===== config.mk =====
export PLATFORM = sky130hd
export DESIGN_NAME = executeStage
export DESIGN_NICKNAME = d
export VERILOG_FILES = /design/src/corePkg.sv /design/src/executeStage.sv
export SDC_FILE = /design/constraint.sdc
export NUM_CORES = 1
export LEC_CHECK = 0
export BUFFER_PORTS_ARGS = -buffer_cell sky130_fd_sc_hd__buf_2
export CAP_MARGIN = 30
export CORE_AREA = 2 2 193 233
export CTS_BUF_LIST = sky130_fd_sc_hd__clkbuf_2 sky130_fd_sc_hd__clkbuf_4 sky130_fd_sc_hd__clkbuf_8
export CTS_CLUSTER_DIAMETER = 40
export DETAILED_ROUTE_END_ITERATION = 8
export DIE_AREA = 0 0 195 235
export GPL_ROUTABILITY_DRIVEN = 0
export HOLD_SLACK_MARGIN = 0.08
export SKIP_CTS_REPAIR_TIMING = 1
export SKIP_LAST_GASP = 1
export SYNTH_ARGS = -nofsm -noshare
export SYNTH_HDL_FRONTEND = slang
export SYNTH_SLANG_ARGS = --single-unit

===== constraint.sdc =====
create_clock -name QClk -period 7.9 [get_ports QClk]
set_input_delay 0 -clock QClk [delete_from_list [all_inputs] [get_ports QClk]]
set_output_delay 0 -clock QClk [all_outputs]
set_load 0.02 [all_outputs]

===== src/corePkg.sv =====
// Shared definitions for the four-thread barrel core
// Word, register pointer, thread, ALU op and byte-enable types
// RV32I opcode constants, ALU operation codes and the NOP word
`default_nettype none

package corePkg;

    localparam int XLEN        = 32;
    localparam int NUM_THREADS = 4;

    typedef logic [XLEN-1:0]        xlenT;    // Data and address word
    typedef logic [4:0]             regPtrT;  // Register index
    typedef logic [NUM_THREADS-1:0] threadT;  // One-hot thread pointer
    typedef logic [3:0]             aluOpT;   // {funct7[5], funct3}
    typedef logic [3:0]             byteEnT;  // Data memory lane mask

    ///////////////////////////////////////////////////////////////////
    // RV32I major opcodes
    ///////////////////////////////////////////////////////////////////
    localparam logic [6:0] OP_LUI    = 7'b0110111;
    localparam logic [6:0] OP_AUIPC  = 7'b0010111;
    localparam logic [6:0] OP_JAL    = 7'b1101111;
    localparam logic [6:0] OP_JALR   = 7'b1100111;
    localparam logic [6:0] OP_BRANCH = 7'b1100011;
    localparam logic [6:0] OP_LOAD   = 7'b0000011;
    localparam logic [6:0] OP_STORE  = 7'b0100011;
    localparam logic [6:0] OP_OPIMM  = 7'b0010011;
    localparam logic [6:0] OP_OP     = 7'b0110011;

    ///////////////////////////////////////////////////////////////////
    // ALU operations, bit 3 set only for SUB and SRA
    ///////////////////////////////////////////////////////////////////
    localparam aluOpT ALU_ADD  = 4'b0000;
    localparam aluOpT ALU_SUB  = 4'b1000;
    localparam aluOpT ALU_SLL  = 4'b0001;
    localparam aluOpT ALU_SLT  = 4'b0010;
    localparam aluOpT ALU_SLTU = 4'b0011;
    localparam aluOpT ALU_XOR  = 4'b0100;
    localparam aluOpT ALU_SRL  = 4'b0101;
    localparam aluOpT ALU_SRA  = 4'b1101;
    localparam aluOpT ALU_OR   = 4'b0110;
    localparam aluOpT ALU_AND  = 4'b0111;

    localparam xlenT NOP = 32'h0000_0013;  // addi x0,x0,0

endpackage

`default_nettype wire

===== src/executeStage.sv =====
// Q102H execute stage
// Immediate generation, ALU control and ALU, branch comparator,
// next-PC select and the Q102H to Q103H pipeline registers
`timescale 1ns/1ps
`default_nettype none

module executeStage import corePkg::*; (
    input  logic       QClk,
    input  logic       reset,
    input  xlenT       instructionQ102H,
    input  xlenT       pcQ102H,
    input  xlenT       rs1DataQ102H,
    input  xlenT       rs2DataQ102H,
    input  logic       jalQ102H,
    input  logic       jalrQ102H,
    input  logic       branchQ102H,
    input  logic       iTypeImmQ102H,
    input  logic       luiQ102H,
    input  logic       auiPcQ102H,
    input  logic       memRdQ102H,
    input  logic       memWrQ102H,
    input  logic       storeQ102H,
    input  logic       regWrQ102H,
    input  logic       memToRegQ102H,
    input  logic       pcToRegQ102H,
    output xlenT       nextPcQ102H,
    output xlenT       aluOutQ103H,
    output xlenT       storeDataQ103H,
    output logic [2:0] funct3Q103H,
    output regPtrT     rdPtrQ103H,
    output logic       memRdQ103H,
    output logic       memWrQ103H,
    output logic       regWrQ103H,
    output logic       memToRegQ103H,
    output logic       pcToRegQ103H,
    output xlenT       pcPlus4Q103H
);

    xlenT       iImmQ102H, sImmQ102H, bImmQ102H, uImmQ102H, jImmQ102H;
    xlenT       aluIn1Q102H, aluIn2Q102H, aluOutQ102H, pcPlus4Q102H;
    logic [2:0] funct3Q102H;
    logic [6:0] opcodeQ102H;
    aluOpT      aluOpQ102H;
    logic       branchTakenQ102H;

    assign opcodeQ102H = instructionQ102H[6:0];
    assign funct3Q102H = instructionQ102H[14:12];

    ///////////////////////////////////////////////////////////////////
    // Immediates
    ///////////////////////////////////////////////////////////////////
    assign iImmQ102H = {{20{instructionQ102H[31]}}, instructionQ102H[31:20]};
    assign sImmQ102H = {{20{instructionQ102H[31]}}, instructionQ102H[31:25],
                        instructionQ102H[11:7]};
    assign bImmQ102H = {{20{instructionQ102H[31]}}, instructionQ102H[7],
                        instructionQ102H[30:25], instructionQ102H[11:8], 1'b0};
    assign uImmQ102H = {instructionQ102H[31:12], 12'b0};
    assign jImmQ102H = {{12{instructionQ102H[31]}}, instructionQ102H[19:12],
                        instructionQ102H[20], instructionQ102H[30:21], 1'b0};

    // funct7[5] only means SUB/SRA for OP and the OP-IMM shifts
    always_comb begin
        aluOpQ102H = ALU_ADD;  // LUI, AUIPC, address math
        if (opcodeQ102H == OP_OP || opcodeQ102H == OP_OPIMM) begin
            aluOpQ102H = {1'b0, funct3Q102H};
            aluOpQ102H[3] = instructionQ102H[30] &&
                (opcodeQ102H == OP_OP || funct3Q102H[1:0] == 2'b01);
        end
    end

    always_comb begin
        aluIn1Q102H = rs1DataQ102H;
        aluIn2Q102H = rs2DataQ102H;        // OP, BRANCH
        if (luiQ102H) begin
            aluIn1Q102H = '0;
            aluIn2Q102H = uImmQ102H;
        end else if (auiPcQ102H) begin
            aluIn1Q102H = pcQ102H;
            aluIn2Q102H = uImmQ102H;
        end else if (iTypeImmQ102H) begin
            aluIn2Q102H = iImmQ102H;       // OP-IMM, LOAD, JALR
        end else if (storeQ102H) begin
            aluIn2Q102H = sImmQ102H;
        end
    end

    ///////////////////////////////////////////////////////////////////
    // ALU and branch comparator
    ///////////////////////////////////////////////////////////////////
    always_comb begin
        case (aluOpQ102H)
            ALU_SUB:  aluOutQ102H = aluIn1Q102H - aluIn2Q102H;
            ALU_SLT:  aluOutQ102H = xlenT'($signed(aluIn1Q102H) < $signed(aluIn2Q102H));
            ALU_SLTU: aluOutQ102H = xlenT'(aluIn1Q102H < aluIn2Q102H);
            ALU_SLL:  aluOutQ102H = aluIn1Q102H << aluIn2Q102H[4:0];
            ALU_SRL:  aluOutQ102H = aluIn1Q102H >> aluIn2Q102H[4:0];
            ALU_SRA:  aluOutQ102H = $signed(aluIn1Q102H) >>> aluIn2Q102H[4:0];
            ALU_XOR:  aluOutQ102H = aluIn1Q102H ^ aluIn2Q102H;
            ALU_OR:   aluOutQ102H = aluIn1Q102H | aluIn2Q102H;
            ALU_AND:  aluOutQ102H = aluIn1Q102H & aluIn2Q102H;
            default:  aluOutQ102H = aluIn1Q102H + aluIn2Q102H;  // ADD
        endcase
    end

    always_comb begin
        case (funct3Q102H)
            3'b000:  branchTakenQ102H = rs1DataQ102H == rs2DataQ102H;  // BEQ
            3'b001:  branchTakenQ102H = rs1DataQ102H != rs2DataQ102H;  // BNE
            3'b100:  branchTakenQ102H = $signed(rs1DataQ102H) < $signed(rs2DataQ102H);
            3'b101:  branchTakenQ102H = $signed(rs1DataQ102H) >= $signed(rs2DataQ102H);
            3'b110:  branchTakenQ102H = rs1DataQ102H < rs2DataQ102H;   // BLTU
            3'b111:  branchTakenQ102H = rs1DataQ102H >= rs2DataQ102H;  // BGEU
            default: branchTakenQ102H = 1'b0;
        endcase
    end

    assign pcPlus4Q102H = pcQ102H + 32'd4;

    always_comb begin
        if (jalrQ102H)                          nextPcQ102H = {aluOutQ102H[31:1], 1'b0};
        else if (jalQ102H)                      nextPcQ102H = pcQ102H + jImmQ102H;
        else if (branchQ102H && branchTakenQ102H) nextPcQ102H = pcQ102H + bImmQ102H;
        else                                    nextPcQ102H = pcPlus4Q102H;
    end

    ///////////////////////////////////////////////////////////////////
    // Q103H registers
    ///////////////////////////////////////////////////////////////////
    always_ff @(posedge QClk) begin
        if (reset) begin
            {memRdQ103H, memWrQ103H, regWrQ103H, memToRegQ103H, pcToRegQ103H} <= '0;
        end else begin
            {memRdQ103H, memWrQ103H, regWrQ103H, memToRegQ103H, pcToRegQ103H} <=
                {memRdQ102H, memWrQ102H, regWrQ102H, memToRegQ102H, pcToRegQ102H};
        end
    end

    always_ff @(posedge QClk) begin
        aluOutQ103H    <= aluOutQ102H;
        storeDataQ103H <= rs2DataQ102H;
        funct3Q103H    <= funct3Q102H;
        rdPtrQ103H     <= instructionQ102H[11:7];
        pcPlus4Q103H   <= pcPlus4Q102H;  // Link value
    end

endmodule

`default_nettype wire


After elaboration in Yosys (flattened, before gate mapping)
Cells that the tools add are included.
Widths: inputs -> output; s select.
- register bits: 109
- bits in latches: 0
- RAM bits: 0
- ROM bits: 0
- input port bits: 142
- output and inout bits: 141
- word-level logic and storage cells: 63
- memories kept: 0
- add/subtract/negate cells: 5
- multipliers: 0
- divide/modulo/power cells: 0
- magnitude comparators: 6
- eq/ne operators: 19
- shifts and indexed selects: 3
- multiplexer cells: 12
- bitwise gates (word level): 3
- reduce and logical (&&, ||, !) cells: 5
- operators with widths (cell ; count):
    $mux 32 ; 9
    $pmux 32 s9 ; 1
    $lt 32x32->1 ; 4
    $add 32x32->32 ; 3
    $ge 32x32->1 ; 2
    $add 32x3->32 const B ; 1
    $and 32x32->32 ; 1
    $eq 32x32->1 ; 1
    $ne 32x32->1 ; 1
    $or 32x32->32 ; 1
    $shl 32x5->32 ; 1
    $shr 32x5->32 ; 1
    $sshr 32x5->32 ; 1
    $sub 32x32->32 ; 1
    $xor 32x32->32 ; 1
    $eq 4x3->1 const B ; 4
    $eq 3x3->1 const B ; 4
    $eq 4x2->1 const B ; 2
    $eq 4x4->1 const B ; 2
    $eq 7x5->1 const B ; 1
    $eq 7x6->1 const B ; 1
    $pmux 1 s6 ; 1
    $eq 4x1->1 const B ; 1
    $mux 4 ; 1
    5 further kinds ; 7

Longest topological paths before layout
- depth after elaboration: 7
- depth in mapped cells: 21
- mapped depth without buffers: 17

Worst setup path before layout
No wires, ideal clock.
- path kind: input to output
- start point: input storeQ102H
- end point: output nextPcQ102H[31]
- arrival: 4.692 ns
- setup slack: 3.208 ns
- stages: 20
- buffers on the path: 6
- cell sequence: buf_6 -> mux2_2 -> o211ai_1 -> buf_2 -> buf_2 -> buf_2 -> buf_2 -> ha_1 -> clkbuf_1 -> a21oi_1 -> nor2b_1 -> a311o_1 -> a211o_1 -> a21oi_1 -> o21ai_0 -> a41o_1 -> a2111oi_0 -> a2bb2oi_1 -> a41o_1 -> a2bb2oi_1
- cells in the longest elaborated chain, start to end: 7
- elaborated cells between the ends (all ways): 14
- classes of those cells: add/sub (2); shift (3); mux (6); bitwise (3)
- RTL lines (element ; line ; RTL):
    start, declared ; executeStage.sv:22 ; input logic storeQ102H,
    $mux 32 * ; executeStage.sv:82 ; end else if (storeQ102H) begin
    $mux 32 * ; executeStage.sv:80 ; end else if (iTypeImmQ102H) begin
    $mux 32 * ; executeStage.sv:77 ; end else if (auiPcQ102H) begin
    $mux 32 * ; executeStage.sv:74 ; if (luiQ102H) begin
    $add 32x32->32 (tied with other cells) ; executeStage.sv:101 ; default: aluOutQ102H = aluIn1Q102H + aluIn2Q102H;
    $pmux 32 s9 * ; executeStage.sv:91 ; case (aluOpQ102H)
    net aluOutQ102H[31] ; executeStage.sv:40 ; xlenT aluIn1Q102H, aluIn2Q102H, aluOutQ102H, pcPlus4Q102H;
    $mux 32 * ; executeStage.sv:120 ; if (jalrQ102H) nextPcQ102H = {aluOutQ102H[31:1], 1'b0};
    end, declared ; executeStage.sv:26 ; output xlenT nextPcQ102H,
Mark *: on every way through the listed nets, which the timed path passes. The rest lies on a longest branch.

Worst setup path in the final report
- start point: input instructionQ102H[8]
- end point: output nextPcQ102H[28]
- cells in the longest elaborated chain, start to end: 7
- elaborated cells between the ends (all ways): 14
- classes of those cells: add/sub (3); shift (3); mux (8)
- RTL lines (element ; line ; RTL):
    start, declared ; executeStage.sv:10 ; input xlenT instructionQ102H,
    $mux 32 * ; executeStage.sv:82 ;
    $mux 32 * ; executeStage.sv:80 ;
    $mux 32 * ; executeStage.sv:77 ;
    $mux 32 * ; executeStage.sv:74 ;
    $add 32x32->32 (tied with other cells) ; executeStage.sv:101 ;
    $pmux 32 s9 * ; executeStage.sv:91 ;
    net aluOutQ102H[28] ; executeStage.sv:40 ;
    $mux 32 * ; executeStage.sv:120 ;
Marked as above.

==> results.md <==
Status:
- The flow ran to the end, and the final reports show no timing, DRC or antenna violations.

Timing:
- Hold is met by 0.237 ns.
- For the pin with the worst max-slew slack, the measured transition is 1.09 ns.
- The number of max-slew violations in the final report is 0.
- The setup-violating endpoint count in the final report is 0.
- Setup slack closes at 2.03 ns.
- Subtracting the final worst setup slack from the clock period gives 5.87 ns.
- The achievable clock frequency is 170 MHz.
- The setup TNS is 0 ns.
- Setup repair after global routing left no endpoint under its margin.
- Dividing the final minimum period by the clock period gives 74.4%.
- The max-slew headroom at the worst pin is 26.7%.
- The number of endpoints with negative hold slack in the final report came to 0.

Critical path:
- The largest single stage delay on the critical path is 0.67 ns.
- The critical path is of the input port to output port type.
- The data required time of the worst path is 7.90 ns.
- The largest individual stage delay along the critical path comes from the cell sky130_fd_sc_hd__buf_4.
- The arrival time of data at the critical path endpoint is 5.87 ns.
- STA classifies the critical path endpoint as an output port.
- Tracing the worst setup path back leads to its startpoint at instructionQ102H[8].
- The family with the most delay on the worst path is compound AO/OA/AOI/OAI gates.
- The worst setup path is launched from an input port.
- Walking the worst path, the cells encountered are dlygate4sd3_1 > buf_2 > mux2_2 > o211a_1 > buf_4 > inv_2 > buf_4 > fa_1 > or3b_1 > a31oi_1 > o31ai_1 > a21oi_1 > o21ai_1 > a311o_1 > nand3b_1 > a221oi_1 > nor2_1 > or3_1 > a21o_1 > buf_2.
- Of all nets on the critical path, the largest fanout is 67.
- Counting buffers and inverters, the worst setup path is 20 cells deep.
- The critical path contains buffers and inverters numbering 6 combined.
- The worst setup path endpoint is nextPcQ102H[28].

Layout:
- The signed area change from the synthesized netlist to the final layout is 16.8%.
- The final cell count without fillers is 3,169.
- In the final layout, the share of cells above drive strength 1 is 15.8%.
- The utilization after layout is 45.2%.
- After the last flow step, the layout net total stands at 2,922.

GRT:
- The first global-routing pass estimated 113,000 µm of wire.
- The number of global-route vias before repair is 18,200.
- Global routing consumed, on the met1 layer, 39.5% of the routing resources.
- The maximum number of pins on one net before global-route repair is 75.
- The met3 track demand over resource is 5.25%.
- For this run, global-route usage on met2 was measured as 51.5%.
- The initial antenna violation count is 3.
- The layer flagged by global routing as most heavily used is met2.
- The total global-route track usage is 32.2%.
- The final global-route overflow total is 0.

Synthesis:
- The post-synthesis sequential element count is 109.
- The post-synthesis average cell area is 7.22 µm².
- The number of synthesized flops with an enable pin is 0.
- The commonest cells after synthesis are sky130_fd_sc_hd__nor2_1 (239), sky130_fd_sc_hd__a21oi_1 (217), sky130_fd_sc_hd__nand2_1 (185).
- The largest area contributor in the netlist is sky130_fd_sc_hd__dfxtp_1.
- Sorting the synthesized cells by area gives the leading types as sky130_fd_sc_hd__dfxtp_1 (13%), sky130_fd_sc_hd__ha_1 (13%), sky130_fd_sc_hd__mux2i_1 (9.7%).
- The number of nets in the synthesized netlist is 2,649.
- The number of unique standard cell types used by synthesis is 95.
- Sequential elements use 13.0% of the synthesized area.
- In the post-synthesis netlist, the cell with the most instances is sky130_fd_sc_hd__nor2_1.
- After synthesis, the share of flip-flops with an asynchronous set or reset is 0%.
- The synthesized design devotes to its leading area cell type 13.0% of total area.
- The mapped netlist covers 16,800 µm².
- Yosys printed 0 warnings.
- The primary flip-flop cell chosen by synthesis mapping is sky130_fd_sc_hd__dfxtp_1.
- Synthesis produced 2,330 cells.

CTS:
- The number of buffers added by the clock tree synthesis step is 9.
- The H-tree level count is 3.
- The clock edge transition at the registers on the reported setup and hold paths is 0.12 ns.
- The CTS tree is yes.
- The maximum root-to-sink buffer count is 2.
- Clock tree synthesis selected as its root buffer the cell sky130_fd_sc_hd__clkbuf_8.
- The number of clock sinks is 109.

Die:
- The starting density of the core is 38.7%.
- The die area is 45,800 µm².
- During I/O placement, the number of pins put on the boundary was 283.
- The floorplan has 84 rows.
- The die is 235 µm tall.
- In this run the standard cell core region covers 43,500 µm².
- The die is 195 µm wide.

Min path:
- The min-delay analysis places its worst path in the category input port to flop.

Placed design:
- After detailed placement, the design holds a cell count of 3,061.
- In this run the tool buffered the top-level ports with 282 buffer cells.
- Detailed placement ended at an HPWL of 61,700 µm.
- The pre-CTS worst setup slack is 2.54 ns.

Detailed routing:
- The DRC violations left is 0.
- The first routing iteration left 2,554 violations.
- Wires add up to 79,200 µm.
- The number of iterations in the first detailed-routing pass is 5.
- In this run the remaining antenna-violating nets after routing total 0.
- In the final routed layout, each cell accounts on average for 25.0 µm.
- The routed layout has 20,200 vias.
- The detailed-route vias per instance is 6.39.

Run:
- Max-cap violations in this run came to 0.

Power and ir drop:
- The leakage power is 9.41 nW.
- The cell area power density is 127 nW/µm².
- The worst-case IR drop observed on VDD is 89.6 µV.
==> worst min-delay path by stage <==
stage	from	endpoint	slack, ns	cells after the start
finish	rs2DataQ102H[26]	storeDataQ103H[26]$_DFF_P_	0.24	2
global route	rs2DataQ102H[3]	storeDataQ103H[3]$_DFF_P_	0.24	2
CTS	rs2DataQ102H[3]	storeDataQ103H[3]$_DFF_P_	-0.34	1
detailed placement	rs2DataQ102H[3]	storeDataQ103H[3]$_DFF_P_	0.13	1
global placement	rs2DataQ102H[3]	storeDataQ103H[3]$_DFF_P_	0.13	1
floorplan	instructionQ102H[12]	funct3Q103H[0]$_DFF_P_	0.03	0
==> stage by stage <==
step / cell area [µm²] / total power [mW]
after floorplan: 16800 / 1.57
after global placement: 18500 / 2.02
after detailed placement: 18500 / 2.03
after CTS: 18800 / 2.42
after global routing: 19700 / 2.61
final: 19700 / 2.50
==> area by class of cell <==
| class | instances | area [µm²] |
|---|---|---|
| diodes | 2 | 5.00 |
| clock buffers | 11 | 151 |
| clock inverters | 5 | 63.8 |
| fillers | 4400 | 23900 |
| inverters | 142 | 538 |
| multi-input cells | 1933 | 13400 |
| flip-flops and latches | 109 | 2180 |
| well taps | 559 | 699 |
| repair buffers | 408 | 2590 |
==> routing by layer <==
layer  part of all wire (%)  vias up
met5                      0        -
met3                     10      350
met4                    8.2        0
li1                       -     9085
met1                     37     9386
met2                     44     1421
==> state kept, by name (all words and copies together), names as in the netlist <==
name and count:
aluOutQ103H 32, funct3Q103H 3, memRdQ103H 1, memToRegQ103H 1, memWrQ103H 1, pcPlus4Q103H 32
pcToRegQ103H 1, rdPtrQ103H 5, regWrQ103H 1, storeDataQ103H 32
==> kinds of logic (layout without fill, tap and decap cells) <==
group	Yosys count	in the layout	synth area share [%]
AO/OA/AOI/OAI	796	796	31.5
XOR/XNOR	72	72	3.75
other	0	2	0
buffers and inverters	288	566	7.31
AND/OR/NAND/NOR	695	695	19.4
multiplexers	193	193	11.7
flip-flops	109	109	13.0
adder cells (fa/ha/maj)	177	177	13.3
==> cells in the final DEF, fill, tap and decap left out, types with 48 or more instances in the layout <==
master,Yosys,final
sky130_fd_sc_hd__ha_1,173,173
sky130_fd_sc_hd__dfxtp_1,109,109
sky130_fd_sc_hd__a21oi_1,217,217
sky130_fd_sc_hd__mux2i_1,163,162
sky130_fd_sc_hd__a21o_1,62,62
sky130_fd_sc_hd__nor2_1,239,237
sky130_fd_sc_hd__dlygate4sd3_1,0,88
sky130_fd_sc_hd__buf_2,34,282
sky130_fd_sc_hd__nand2_1,185,185
sky130_fd_sc_hd__o21ai_0,150,150
sky130_fd_sc_hd__xnor2_1,48,48
sky130_fd_sc_hd__inv_1,139,138
==> power breakdown <==
part | total [mW] | switching (mW) | internal (mW)
combinational | 1.48 | 0.954 | 0.528
clock | 0.388 | 0.222 | 0.167
sequential | 0.627 | 0.0213 | 0.606
total | 2.50 | 1.20 | 1.30
(Power assumes the default switching activity.)
