### src/corePkg.sv
// Shared definitions for the four-thread barrel core
// Word, register pointer, thread, ALU op and byte-enable types
// RV32I opcode constants, ALU operation codes and the NOP word
`default_nettype none

package corePkg;

    localparam int XLEN        = 32;
    localparam int NUM_THREADS = 4;

    typedef logic [XLEN-1:0]        xlenT;    // Data and address word
    typedef logic [4:0]             regPtrT;  // Register index
    typedef logic [NUM_THREADS-1:0] threadT;  // One-hot thread pointer
    typedef logic [3:0]             aluOpT;   // {funct7[5], funct3}
    typedef logic [3:0]             byteEnT;  // Data memory lane mask

    ///////////////////////////////////////////////////////////////////
    // RV32I major opcodes
    ///////////////////////////////////////////////////////////////////
    localparam logic [6:0] OP_LUI    = 7'b0110111;
    localparam logic [6:0] OP_AUIPC  = 7'b0010111;
    localparam logic [6:0] OP_JAL    = 7'b1101111;
    localparam logic [6:0] OP_JALR   = 7'b1100111;
    localparam logic [6:0] OP_BRANCH = 7'b1100011;
    localparam logic [6:0] OP_LOAD   = 7'b0000011;
    localparam logic [6:0] OP_STORE  = 7'b0100011;
    localparam logic [6:0] OP_OPIMM  = 7'b0010011;
    localparam logic [6:0] OP_OP     = 7'b0110011;

    ///////////////////////////////////////////////////////////////////
    // ALU operations, bit 3 set only for SUB and SRA
    ///////////////////////////////////////////////////////////////////
    localparam aluOpT ALU_ADD  = 4'b0000;
    localparam aluOpT ALU_SUB  = 4'b1000;
    localparam aluOpT ALU_SLL  = 4'b0001;
    localparam aluOpT ALU_SLT  = 4'b0010;
    localparam aluOpT ALU_SLTU = 4'b0011;
    localparam aluOpT ALU_XOR  = 4'b0100;
    localparam aluOpT ALU_SRL  = 4'b0101;
    localparam aluOpT ALU_SRA  = 4'b1101;
    localparam aluOpT ALU_OR   = 4'b0110;
    localparam aluOpT ALU_AND  = 4'b0111;

    localparam xlenT NOP = 32'h0000_0013;  // addi x0,x0,0

endpackage

`default_nettype wire
### src/threadScheduler.sv
// Barrel thread scheduler
// One-hot thread rotation, per-thread program counters with
// enable and restart, fetch PC mux and NOP marking of idle slots
`timescale 1ns/1ps
`default_nettype none

module threadScheduler import corePkg::*; #(
    parameter xlenT bootStride = 32'h400
) (
    input  logic   QClk,
    input  logic   reset,
    input  threadT threadEnable,    // Level per thread
    input  threadT threadRestart,   // Pulse per thread
    input  xlenT   nextPcQ102H,
    input  logic   insertNopQ102H,
    output threadT threadQ100H,
    output xlenT   pcQ100H,
    output logic   insertNopQ101H
);

    threadT threadQ102H;
    xlenT   threadPcQnnnH [NUM_THREADS];
    logic   insertNopQ100H;

    ///////////////////////////////////////////////////////////////////
    // Thread rotation
    ///////////////////////////////////////////////////////////////////
    always_ff @(posedge QClk) begin
        if (reset) threadQ100H <= threadT'(1);  // Thread 0 first
        else       threadQ100H <= {threadQ100H[NUM_THREADS-2:0], threadQ100H[NUM_THREADS-1]};
    end

    // Two slots behind the fetch slot
    assign threadQ102H = {threadQ100H[1:0], threadQ100H[NUM_THREADS-1:2]};

    ///////////////////////////////////////////////////////////////////
    // Program counters
    ///////////////////////////////////////////////////////////////////
    // A slot fetched while disabled carries the NOP flag, so the flag
    // alone decides whether the owner's PC advances
    always_ff @(posedge QClk) begin
        for (int t = 0; t < NUM_THREADS; t++) begin
            if (reset || threadRestart[t]) begin
                threadPcQnnnH[t] <= xlenT'(t) * bootStride;  // Boot address
            end else if (threadQ102H[t] && !insertNopQ102H) begin
                threadPcQnnnH[t] <= nextPcQ102H;
            end
        end
    end

    always_comb begin
        pcQ100H = '0;
        for (int t = 0; t < NUM_THREADS; t++) begin
            if (threadQ100H[t]) pcQ100H = threadPcQnnnH[t];  // Fetch mux
        end
    end

    assign insertNopQ100H = |(threadQ100H & ~threadEnable);  // Idle slot

    always_ff @(posedge QClk) begin
        if (reset) insertNopQ101H <= 1'b1;
        else       insertNopQ101H <= insertNopQ100H;
    end

    // Pointer stays one-hot
    assert property (@(posedge QClk) !reset |-> $onehot(threadQ100H));

endmodule

`default_nettype wire

### config.mk
export PLATFORM = sky130hd
export DESIGN_NAME = threadScheduler
export DESIGN_NICKNAME = d
export VERILOG_FILES = /design/src/corePkg.sv /design/src/threadScheduler.sv
export SDC_FILE = /design/constraint.sdc
export NUM_CORES = 1
export LEC_CHECK = 0
export ABC_AREA = 0
export BUFFER_PORTS_ARGS = -buffer_cell sky130_fd_sc_hd__buf_2
export CELL_PAD_IN_SITES_DETAIL_PLACEMENT = 0
export CELL_PAD_IN_SITES_GLOBAL_PLACEMENT = 1
export CORE_ASPECT_RATIO = 0.75
export CORE_MARGIN = 5
export CORE_UTILIZATION = 40
export CTS_CLUSTER_SIZE = 28
export DETAILED_ROUTE_END_ITERATION = 8
export GPL_ROUTABILITY_DRIVEN = 1
export PLACE_DENSITY_LB_ADDON = 0.1
export RECOVER_POWER = 100
export SLEW_MARGIN = 20
export SYNTH_ARGS = -nofsm -noshare
export SYNTH_HDL_FRONTEND = slang
export SYNTH_SLANG_ARGS = --single-unit
### constraint.sdc
create_clock -name QClk -period 3.5 [get_ports QClk]
set_input_delay 0.35 -clock QClk [delete_from_list [all_inputs] [get_ports QClk]]
set_output_delay 0.35 -clock QClk [all_outputs]
set_load 0.05 [all_outputs]
# After elaboration in Yosys (flattened, before gate mapping)
# Memory sizes are Yosys's and may differ from the RTL's.
# Index checks and enable logic that the tools add are counted.
# word_totals
elab_cells,47
regBits,5
ram_bits,128
memories,1
# op_classes
n_bitwise,6
n_reduce_logical,10
n_mux,28
# mem_list
name,depth,word_bits,read_ports,rd_ports_with_merged_regs,write_ports,line,text
threadPcQnnnH,4,32,4,0,4,threadScheduler.sv:22,xlenT threadPcQnnnH [NUM_THREADS];
# ops
op,count
two-way mux 32 bit,8
two-way mux 1 bit,20
bitwise AND 4 bit,1
logical AND 1 bit,4
logical OR 1 bit,4
inverter 4 bit,1
OR 1 bit,4
OR reduction 4 bit,1
logical NOT 1 bit,1

# Logic depth before layout (Yosys ltp)
# Gate-level depths: netlist (run 1).
# logic_depth
ltp_word,6
mapped_depth,5

# Least setup slack after synthesis (run 1)
# No wires, ideal clock.
# synth_path
path_kind,register -> output
startpoint,reg threadQ100H[1]
endpoint,out pcQ100H[10]
n_path_buf,2
required_time_ps,3150
path_slack_ps,1106
stages_incl_launch_ff,5
arrival_ps,2044
cell_sequence,dfxtp_1 -> buf_4 -> clkbuf_1 -> a22oi_1 -> a21oi_1
# synth_via
elab_chain_cells,3
# synth_lines
item,line,text
from (decl),threadScheduler.sv:16,"output threadT threadQ100H,"
from (signal assigned),threadScheduler.sv:29,if (reset) threadQ100H <= threadT'(1);
from (signal assigned),threadScheduler.sv:30,"else threadQ100H <= {threadQ100H[NUM_THREADS-2:0], threadQ100H[NUM_THREADS-1]};"
two-way mux 32 bit (3 in series),threadScheduler.sv:54,if (threadQ100H[t]) pcQ100H = threadPcQnnnH[t];
to (decl),threadScheduler.sv:17,"output xlenT pcQ100H,"
# Every way passes these cells.

# Worst setup path after layout (run 1)
# layout_path
startpoint,reg threadQ100H[3]
endpoint,out pcQ100H[18]
# layout_via
elab_chain_cells,1
# layout_lines
item,line
two-way mux 32 bit,threadScheduler.sv:54
# Every way passes these cells.

==> flow_summary.yaml, run 1 <==
placement:
  post-dp-hpwl_um: 7694
  place.port_buffers: 79
  gpl.final_weighted_congestion: 0.7337
timing:
  max_clock_freq_mhz: 335.0
  totalNegativeSetupSlack_ns: 0
  finalSetupViolCount: 0
  fin_worst_skew_ns: 0.007400
  post-route-period-util_pct: 85.29
  finalHoldViolCount: 0
  rsz0062_at_grt: "false"
  period_minus_slack_ns: 2.985
  maxSlewHeadroom_pct: -13.63
  timing_worst_slew_pin_value_ns: 1.700
  timing.final.max_slew_violations: 248
setup_path:
  timing.critical_path.cells: "inv_1 > clkbuf_2 > o22ai_1 > a21oi_1 > clkbuf_1"
  crit_cells: 5
  cpPeakStageDelay_ns: 0.51
  family_with_the_most_delay_on_the_worst_path: "buffers and inverters"
  rr_startpoint: "threadQ100H[0]"
  timing.critical_path.to_type: "output port"
  critical_path.n_buffers_inverters: 3
  timing.critical_path.slowest_stage_cell: "sky130_fd_sc_hd__clkbuf_2"
  critical_path.startpoint: "threadQ100H[3]"
  timing.setup.critical_path_class: "register to output port"
  reg2regPathDepth: 4
  crit_path_start_kind: "register"
  crit_end: "pcQ100H[18]"
  worstPathMaxFanout: 18
  critical_path_arrival_ns: 2.64
  regToRegEndpoint: "threadPcQnnnH[2][31]"
  rrSetupSlack_ns: 0.79
  worst-endpoint-required_ns: 3.15
global_route:
  first_global_vias: 3782
  pin_count_of_the_biggest_net_entering_global_routing: 36
  wire_length_of_the_first_global_routing_pass_um: 21790
  total_global_route_track_usage_pct: 17.36
  antenna_found_initial: 1
  overflow: 0
drt:
  vias_per_cell: 5.245
  vias: 3603
  wire_per_inst_um: 20.18
  detail_route.wirelength_um: 13870
  final_antenna_net_count: 0
  remaining_drc_errors: 0
  drt-pass1-iter-count: 5
  initialDrtViolationCount: 208
power_and_ir_drop:
  highest_ir_drop_seen_on_vdd_v: 0.0003400
  power_density_over_cell_area_nw_per_um2: 600.3
  leakage_uw: 0.002565
floorplan:
  width_of_the_chip_um: 147.7
  ioPinCount: 80
  chipHeight_um: 113.3
  fp-row-count: 37
  core_region_area_sq_um: 13840
  initial_core_util_pct: 41.08
  design.die.area_sq_um: 16730
clocking:
  post_cts_hold_buffer_count: 0
  cts_sinks: 133
  cts_resized: 0
  clk_pin_slew_worst_paths_ns: 0.06
  cts.path.max_buffers: 2
  cts_root_buffer: "sky130_fd_sc_hd__clkbuf_16"
  insertion_delay_ns: 0.42
  number_of_buffers_created_by_cts: 17
  cts_tree: "yes"
  post_cts_repair_timing_setup_buffer_count: 0
  h_tree_depth: 4
cells_and_area:
  syn2layout_area_growth_pct: 19.32
  finished_core_util_pct: 49.02
  mostFrequentLayoutCell: "sky130_fd_sc_hd__edfxtp_1"
  layout.filler_cells: 1245
  finish.net_count: 541
  fraction_of_final_layout_cells_with_drive_strength_greater_than_1_pct: 18.79
  layout_common_cells: "sky130_fd_sc_hd__edfxtp_1 (128), sky130_fd_sc_hd__and2_0 (61), sky130_fd_sc_hd__and2_1 (57), sky130_fd_sc_hd__buf_2 (44), sky130_fd_sc_hd__clkbuf_1 (38)"
run:
  max_cap_violations: 8
logic_synthesis:
  synthXorXnorAreaFrac_pct: 0
  synth_cell_types: 27
  mappedNetlistArea_sq_um: 5687
  synthMuxAreaShare_pct: 0
  synth_cells: 419
  synth_top_family_by_area: "simple AND/OR/NAND/NOR gates"
  post_synth_and_or_nand_nor_area_fraction_pct: 17.29
  synth_fa_ha_area_share_pct: 0
  synth_compound_gate_area_share_pct: 10.54
  register_bit_count_reported_by_yosys: 133
  syn_area_per_cell_sq_um: 13.57
  synth.net_count: 462
  synth_warnings: 0
  seq_area_frac_synth_pct: 69.35
min_path:
  holdCritPathClass: "input pin to register"
status:
  violations: "capacitance limit, slew limit"
  status: "finished, violations left"
cell families (layout without fill, tap and decap cells):
| logic type | after synthesis | after routing |
|---|---|---|
| AND/OR/NAND/NOR | 157 | 157 |
| flip-flops | 133 | 133 |
| AO/OA/AOI/OAI | 96 | 96 |
| buffers and inverters | 33 | 125 |
| other | 0 | 1 |
worst min path at each step:
stage | start | endpoint | slack [ns] | cells past startpoint
detailed placement | threadQ100H[0] | threadQ100H[1] | 0.54 | 2
floorplan | nextPcQ102H[11] | threadPcQnnnH[2][11] | 0.52 | 1
CTS | nextPcQ102H[10] | threadPcQnnnH[1][10] | 0.22 | 2
global route | nextPcQ102H[1] | threadPcQnnnH[0][1] | 0.23 | 2
global placement | threadQ100H[0] | threadQ100H[1] | 0.53 | 2
finish | nextPcQ102H[10] | threadPcQnnnH[1][10] | 0.24 | 2
stage by stage:
step	hold WS (ns)	instances	total power (uW)	cell area [sq um]	setup WS (ns)
after floorplan	0.5219	419	2155	5687	1.106
after global placement	0.5321	654	2294	6259	1.230
after detailed placement	0.5441	654	2299	6259	1.134
after CTS	0.2214	686	4115	6864	0.6983
after global routing	0.2347	686	4210	6783	0.3200
final	0.2372	687	4073	6785	0.5150
Yosys cell counts:
master	n	area, sq um
sky130_fd_sc_hd__nand3_1	2	10.01
sky130_fd_sc_hd__a22oi_1	30	225.2
sky130_fd_sc_hd__clkbuf_2	12	60.06
sky130_fd_sc_hd__o21ai_0	1	5.000
sky130_fd_sc_hd__or3b_2	1	8.760
sky130_fd_sc_hd__nor3_4	2	32.53
sky130_fd_sc_hd__nand2_1	6	22.52
sky130_fd_sc_hd__inv_1	4	15.01
sky130_fd_sc_hd__dfxtp_1	5	100.1
sky130_fd_sc_hd__a31oi_1	2	12.51
sky130_fd_sc_hd__or2_2	1	6.260
sky130_fd_sc_hd__and2_1	118	738.2
sky130_fd_sc_hd__and2_2	6	45.04
sky130_fd_sc_hd__nor3_2	2	20.02
sky130_fd_sc_hd__buf_1	1	3.750
sky130_fd_sc_hd__or2b_1	1	7.510
sky130_fd_sc_hd__a21oi_1	30	150.1
sky130_fd_sc_hd__or3_1	1	6.260
sky130_fd_sc_hd__nor2_1	8	30.03
sky130_fd_sc_hd__buf_2	8	40.04
sky130_fd_sc_hd__nand2b_1	8	50.05
sky130_fd_sc_hd__clkbuf_1	6	22.52
sky130_fd_sc_hd__buf_4	1	7.510
sky130_fd_sc_hd__buf_6	1	11.26
sky130_fd_sc_hd__edfxtp_1	128	3844
sky130_fd_sc_hd__nor2b_1	1	6.260
sky130_fd_sc_hd__o22ai_1	33	206.5
routing by layer:
layer | share of wire [%] | global-route usage [%] | routed length [um]
met1 | 47 | 23.31 | 6485
met2 | 47 | 27.52 | 6449
met3 | 5.4 | 5.604 | 744
met4 | 1.2 | 4.469 | 172
met5 | 0.094 | 0 | 13
state kept, by name (all words and copies together), names as in the netlist:
| register | cells |
|---|---|
| insertNopQ101H | 1 |
| threadPcQnnnH | 128 |
| threadQ100H | 4 |
final cells by class:
type	instances	area, sq um	share of cell area (%)
Tap cell	175	219.0	3.227
Sequential cell	133	3944	58.12
Clock buffer	17	425.4	6.270
Clock inverter	15	180.2	2.655
Multi-Input combinational cell	253	1589	23.42
Antenna cell	1	2.502	0.03688
Inverter	4	15.01	0.2213
Timing Repair Buffer	89	410.4	6.048
power by group:
| part | switching [uW] | internal, uW | leakage [uW] |
|---|---|---|---|
| Clock | 701 | 1120 | 0.000290 |
| Combinational | 313 | 84.9 | 0.000806 |
| Sequential | 23.6 | 1830 | 0.00147 |
No activity file was read; power rests on OpenSTA's default activity.
==> inputs of run 2 (changes only) <==
--- a/config.mk
+++ b/config.mk
@@ -9,9 +9,9 @@
 export BUFFER_PORTS_ARGS = -buffer_cell sky130_fd_sc_hd__buf_2
 export CELL_PAD_IN_SITES_DETAIL_PLACEMENT = 0
 export CELL_PAD_IN_SITES_GLOBAL_PLACEMENT = 1
-export CORE_ASPECT_RATIO = 0.75
+export CORE_ASPECT_RATIO = 1.1
 export CORE_MARGIN = 5
-export CORE_UTILIZATION = 40
+export CORE_UTILIZATION = 50
 export CTS_CLUSTER_SIZE = 28
 export DETAILED_ROUTE_END_ITERATION = 8
 export GPL_ROUTABILITY_DRIVEN = 1
==> run 2 against run 1 <==
  * The run still ends with capacitance limit, slew limit left
  * Clock power decreased by 5%
  * First-iteration DRC count decreased by 13%
  * Sequential share of layout area increased by 0.37 points
  * Critical endpoint is now pcQ100H[20]
  * Flip-flop and latch count is the same
  * Core utilization increased by 12 points
  * Total power fell by 2.4%
  * Hold slack better by 0.0079 ns
  * Register-to-register slack improved by 0.31 ns
==> flow_summary.yaml, run 2 (synthesis results as in run 1) <==
drt:
  vias_per_cell: 5.458
  remaining_drc_errors: 0
  detail_route.wirelength_um: 13230
  wire_per_inst_um: 20.08
  initialDrtViolationCount: 181
  final_antenna_net_count: 0
  vias: 3597
  drt-pass1-iter-count: 4
cells_and_area:
  largestRegisters: "threadPcQnnnH (128), threadQ100H (4), insertNopQ101H (1)"
  largest-register: "threadPcQnnnH"
  fraction_of_final_layout_cells_with_drive_strength_greater_than_1_pct: 18.95
  layout_common_cells: "sky130_fd_sc_hd__edfxtp_1 (128), sky130_fd_sc_hd__and2_1 (61), sky130_fd_sc_hd__and2_0 (57), sky130_fd_sc_hd__buf_2 (52)"
  antenna-diode-count: 0
  mostFrequentLayoutCell: "sky130_fd_sc_hd__edfxtp_1"
  finish.net_count: 542
  syn2layout_area_growth_pct: 18.57
  largest_register_ffs: 128
power_and_ir_drop:
  highest_ir_drop_seen_on_vdd_v: 0.0002929
  leakage_uw: 0.002590
  power_density_over_cell_area_nw_per_um2: 589.6
floorplan:
  initial_core_util_pct: 51.65
  chipHeight_um: 121.9
  ioPinCount: 80
  width_of_the_chip_um: 111.7
  fp-row-count: 40
  design.die.area_sq_um: 13610
  core_region_area_sq_um: 11010
placement:
  gpl.final_weighted_congestion: 0.7433
  post-dp-hpwl_um: 7634
  place.port_buffers: 79
clocking:
  h_tree_depth: 4
  cts_root_buffer: "sky130_fd_sc_hd__clkbuf_16"
  insertion_delay_ns: 0.41
  number_of_buffers_created_by_cts: 17
  cts.path.max_buffers: 2
  clk_pin_slew_worst_paths_ns: 0.06
  cts_sinks: 133
  cts_resized: 0
  cts_tree: "yes"
  post_cts_hold_buffer_count: 0
  post_cts_repair_timing_setup_buffer_count: 0
global_route:
  pin_count_of_the_biggest_net_entering_global_routing: 33
  antenna_found_initial: 1
  wire_length_of_the_first_global_routing_pass_um: 20350
  overflow: 0
  total_global_route_track_usage_pct: 19.96
  first_global_vias: 3795
timing:
  final.hold.worst_slack_ns: 0.2451
  timing.final.max_slew_violations: 198
  fin_worst_skew_ns: 0.009544
  maxSlewHeadroom_pct: -9.817
  totalNegativeSetupSlack_ns: 0
  finalSetupViolCount: 0
  finalHoldViolCount: 0
  post-route-period-util_pct: 86.71
  timing_worst_slew_pin_value_ns: 1.643
  rsz0062_at_grt: "false"
  period_minus_slack_ns: 3.035
  max_clock_freq_mhz: 329.5
setup_path:
  timing.setup.critical_path_class: "register to output port"
  family_with_the_most_delay_on_the_worst_path: "buffers and inverters"
  timing.critical_path.cells: "clkbuf_1 > nor2b_2 > clkbuf_2 > a22oi_1 > a21oi_1 > clkbuf_1"
  crit_path_start_kind: "register"
  critical_path.n_buffers_inverters: 3
  crit_path_frequent_cell: "sky130_fd_sc_hd__clkbuf_1"
  cpPeakStageDelay_ns: 0.49
  timing.critical_path.slowest_stage_cell: "sky130_fd_sc_hd__clkbuf_1"
  critical_path_arrival_ns: 2.68
  worstPathMaxFanout: 18
  worst-endpoint-required_ns: 3.15
  timing.critical_path.to_type: "output port"
status:
  violations: "capacitance limit, slew limit"
  status: "finished, violations left"
min_path:
  holdCritPathClass: "input pin to register"
run:
  max_cap_violations: 6
-- run 2: changes by cell type in the layout (fill, tap and decap cells not counted), moves of 2 or more --
cell	delta
sky130_fd_sc_hd__inv_6	-2
sky130_fd_sc_hd__and2_1	+4
sky130_fd_sc_hd__clkbuf_1	-5
sky130_fd_sc_hd__and2_0	-4
sky130_fd_sc_hd__clkinv_1	+5
sky130_fd_sc_hd__clkinv_4	-4
sky130_fd_sc_hd__buf_2	+8
-- run 2: cell type report --
class / count / area (sq um)
multi-input combinational: 253 / 1589
clock buffer: 19 / 432.9
fill: 925 / 4268
clock inverter: 13 / 138.9
sequential: 133 / 3944
timing repair buffer: 90 / 439.2
inverter: 4 / 15.01
tap: 147 / 183.9
-- run 2: path summary, 6_finish.rpt --
check / startpoint / to / slack, ns / cells past startpoint
worst max-delay path: threadQ100H[1] / pcQ100H[20] / 0.47 / 6
worst min-delay path: nextPcQ102H[11] / threadPcQnnnH[3][11] / 0.25 / 2
worst max register to register: threadQ100H[1] / threadPcQnnnH[3][10] / 1.10 / 5
worst min register to register: threadQ100H[0] / threadQ100H[1] / 0.55 / 2
-- run 2: per-layer routing --
metal  routed length, um  GRT usage [%]
met1                5789          24.01
met2                6677          35.19
met3                 571          5.067
met4                 181          6.616
met5                  13              0
-- run 2: worst register-to-register path, cell delays in order, from the launching register on --
cell and delay (ns):
sky130_fd_sc_hd__dfxtp_1 0.32, sky130_fd_sc_hd__buf_4 0.26, sky130_fd_sc_hd__nand2b_1 0.11, sky130_fd_sc_hd__nor3_1 0.91, sky130_fd_sc_hd__buf_4 0.45, sky130_fd_sc_hd__nand2b_1 0.09
-- run 2: per-stage QoR --
step	total power, uW	util [%]	cell area, sq um	setup slack [ns]	cells
2_1_floorplan	2155	-	5687	1.106	419
3_3_place_gp	2293	56.70	6243	1.302	627
3_5_place_dp	2299	56.70	6243	1.257	627
4_1_cts	4009	61.90	6815	0.8011	659
5_1_grt	4089	61.24	6743	0.3602	659
6_report	3975	61.24	6743	0.4651	659
-- run 2: where the power goes --
group	leakage, uW	switching, uW	internal, uW
sequential	0.00147	24.9	1830
clock	0.000274	621	1100
combinational	0.000847	310	89.7
total	0.00259	956	3020
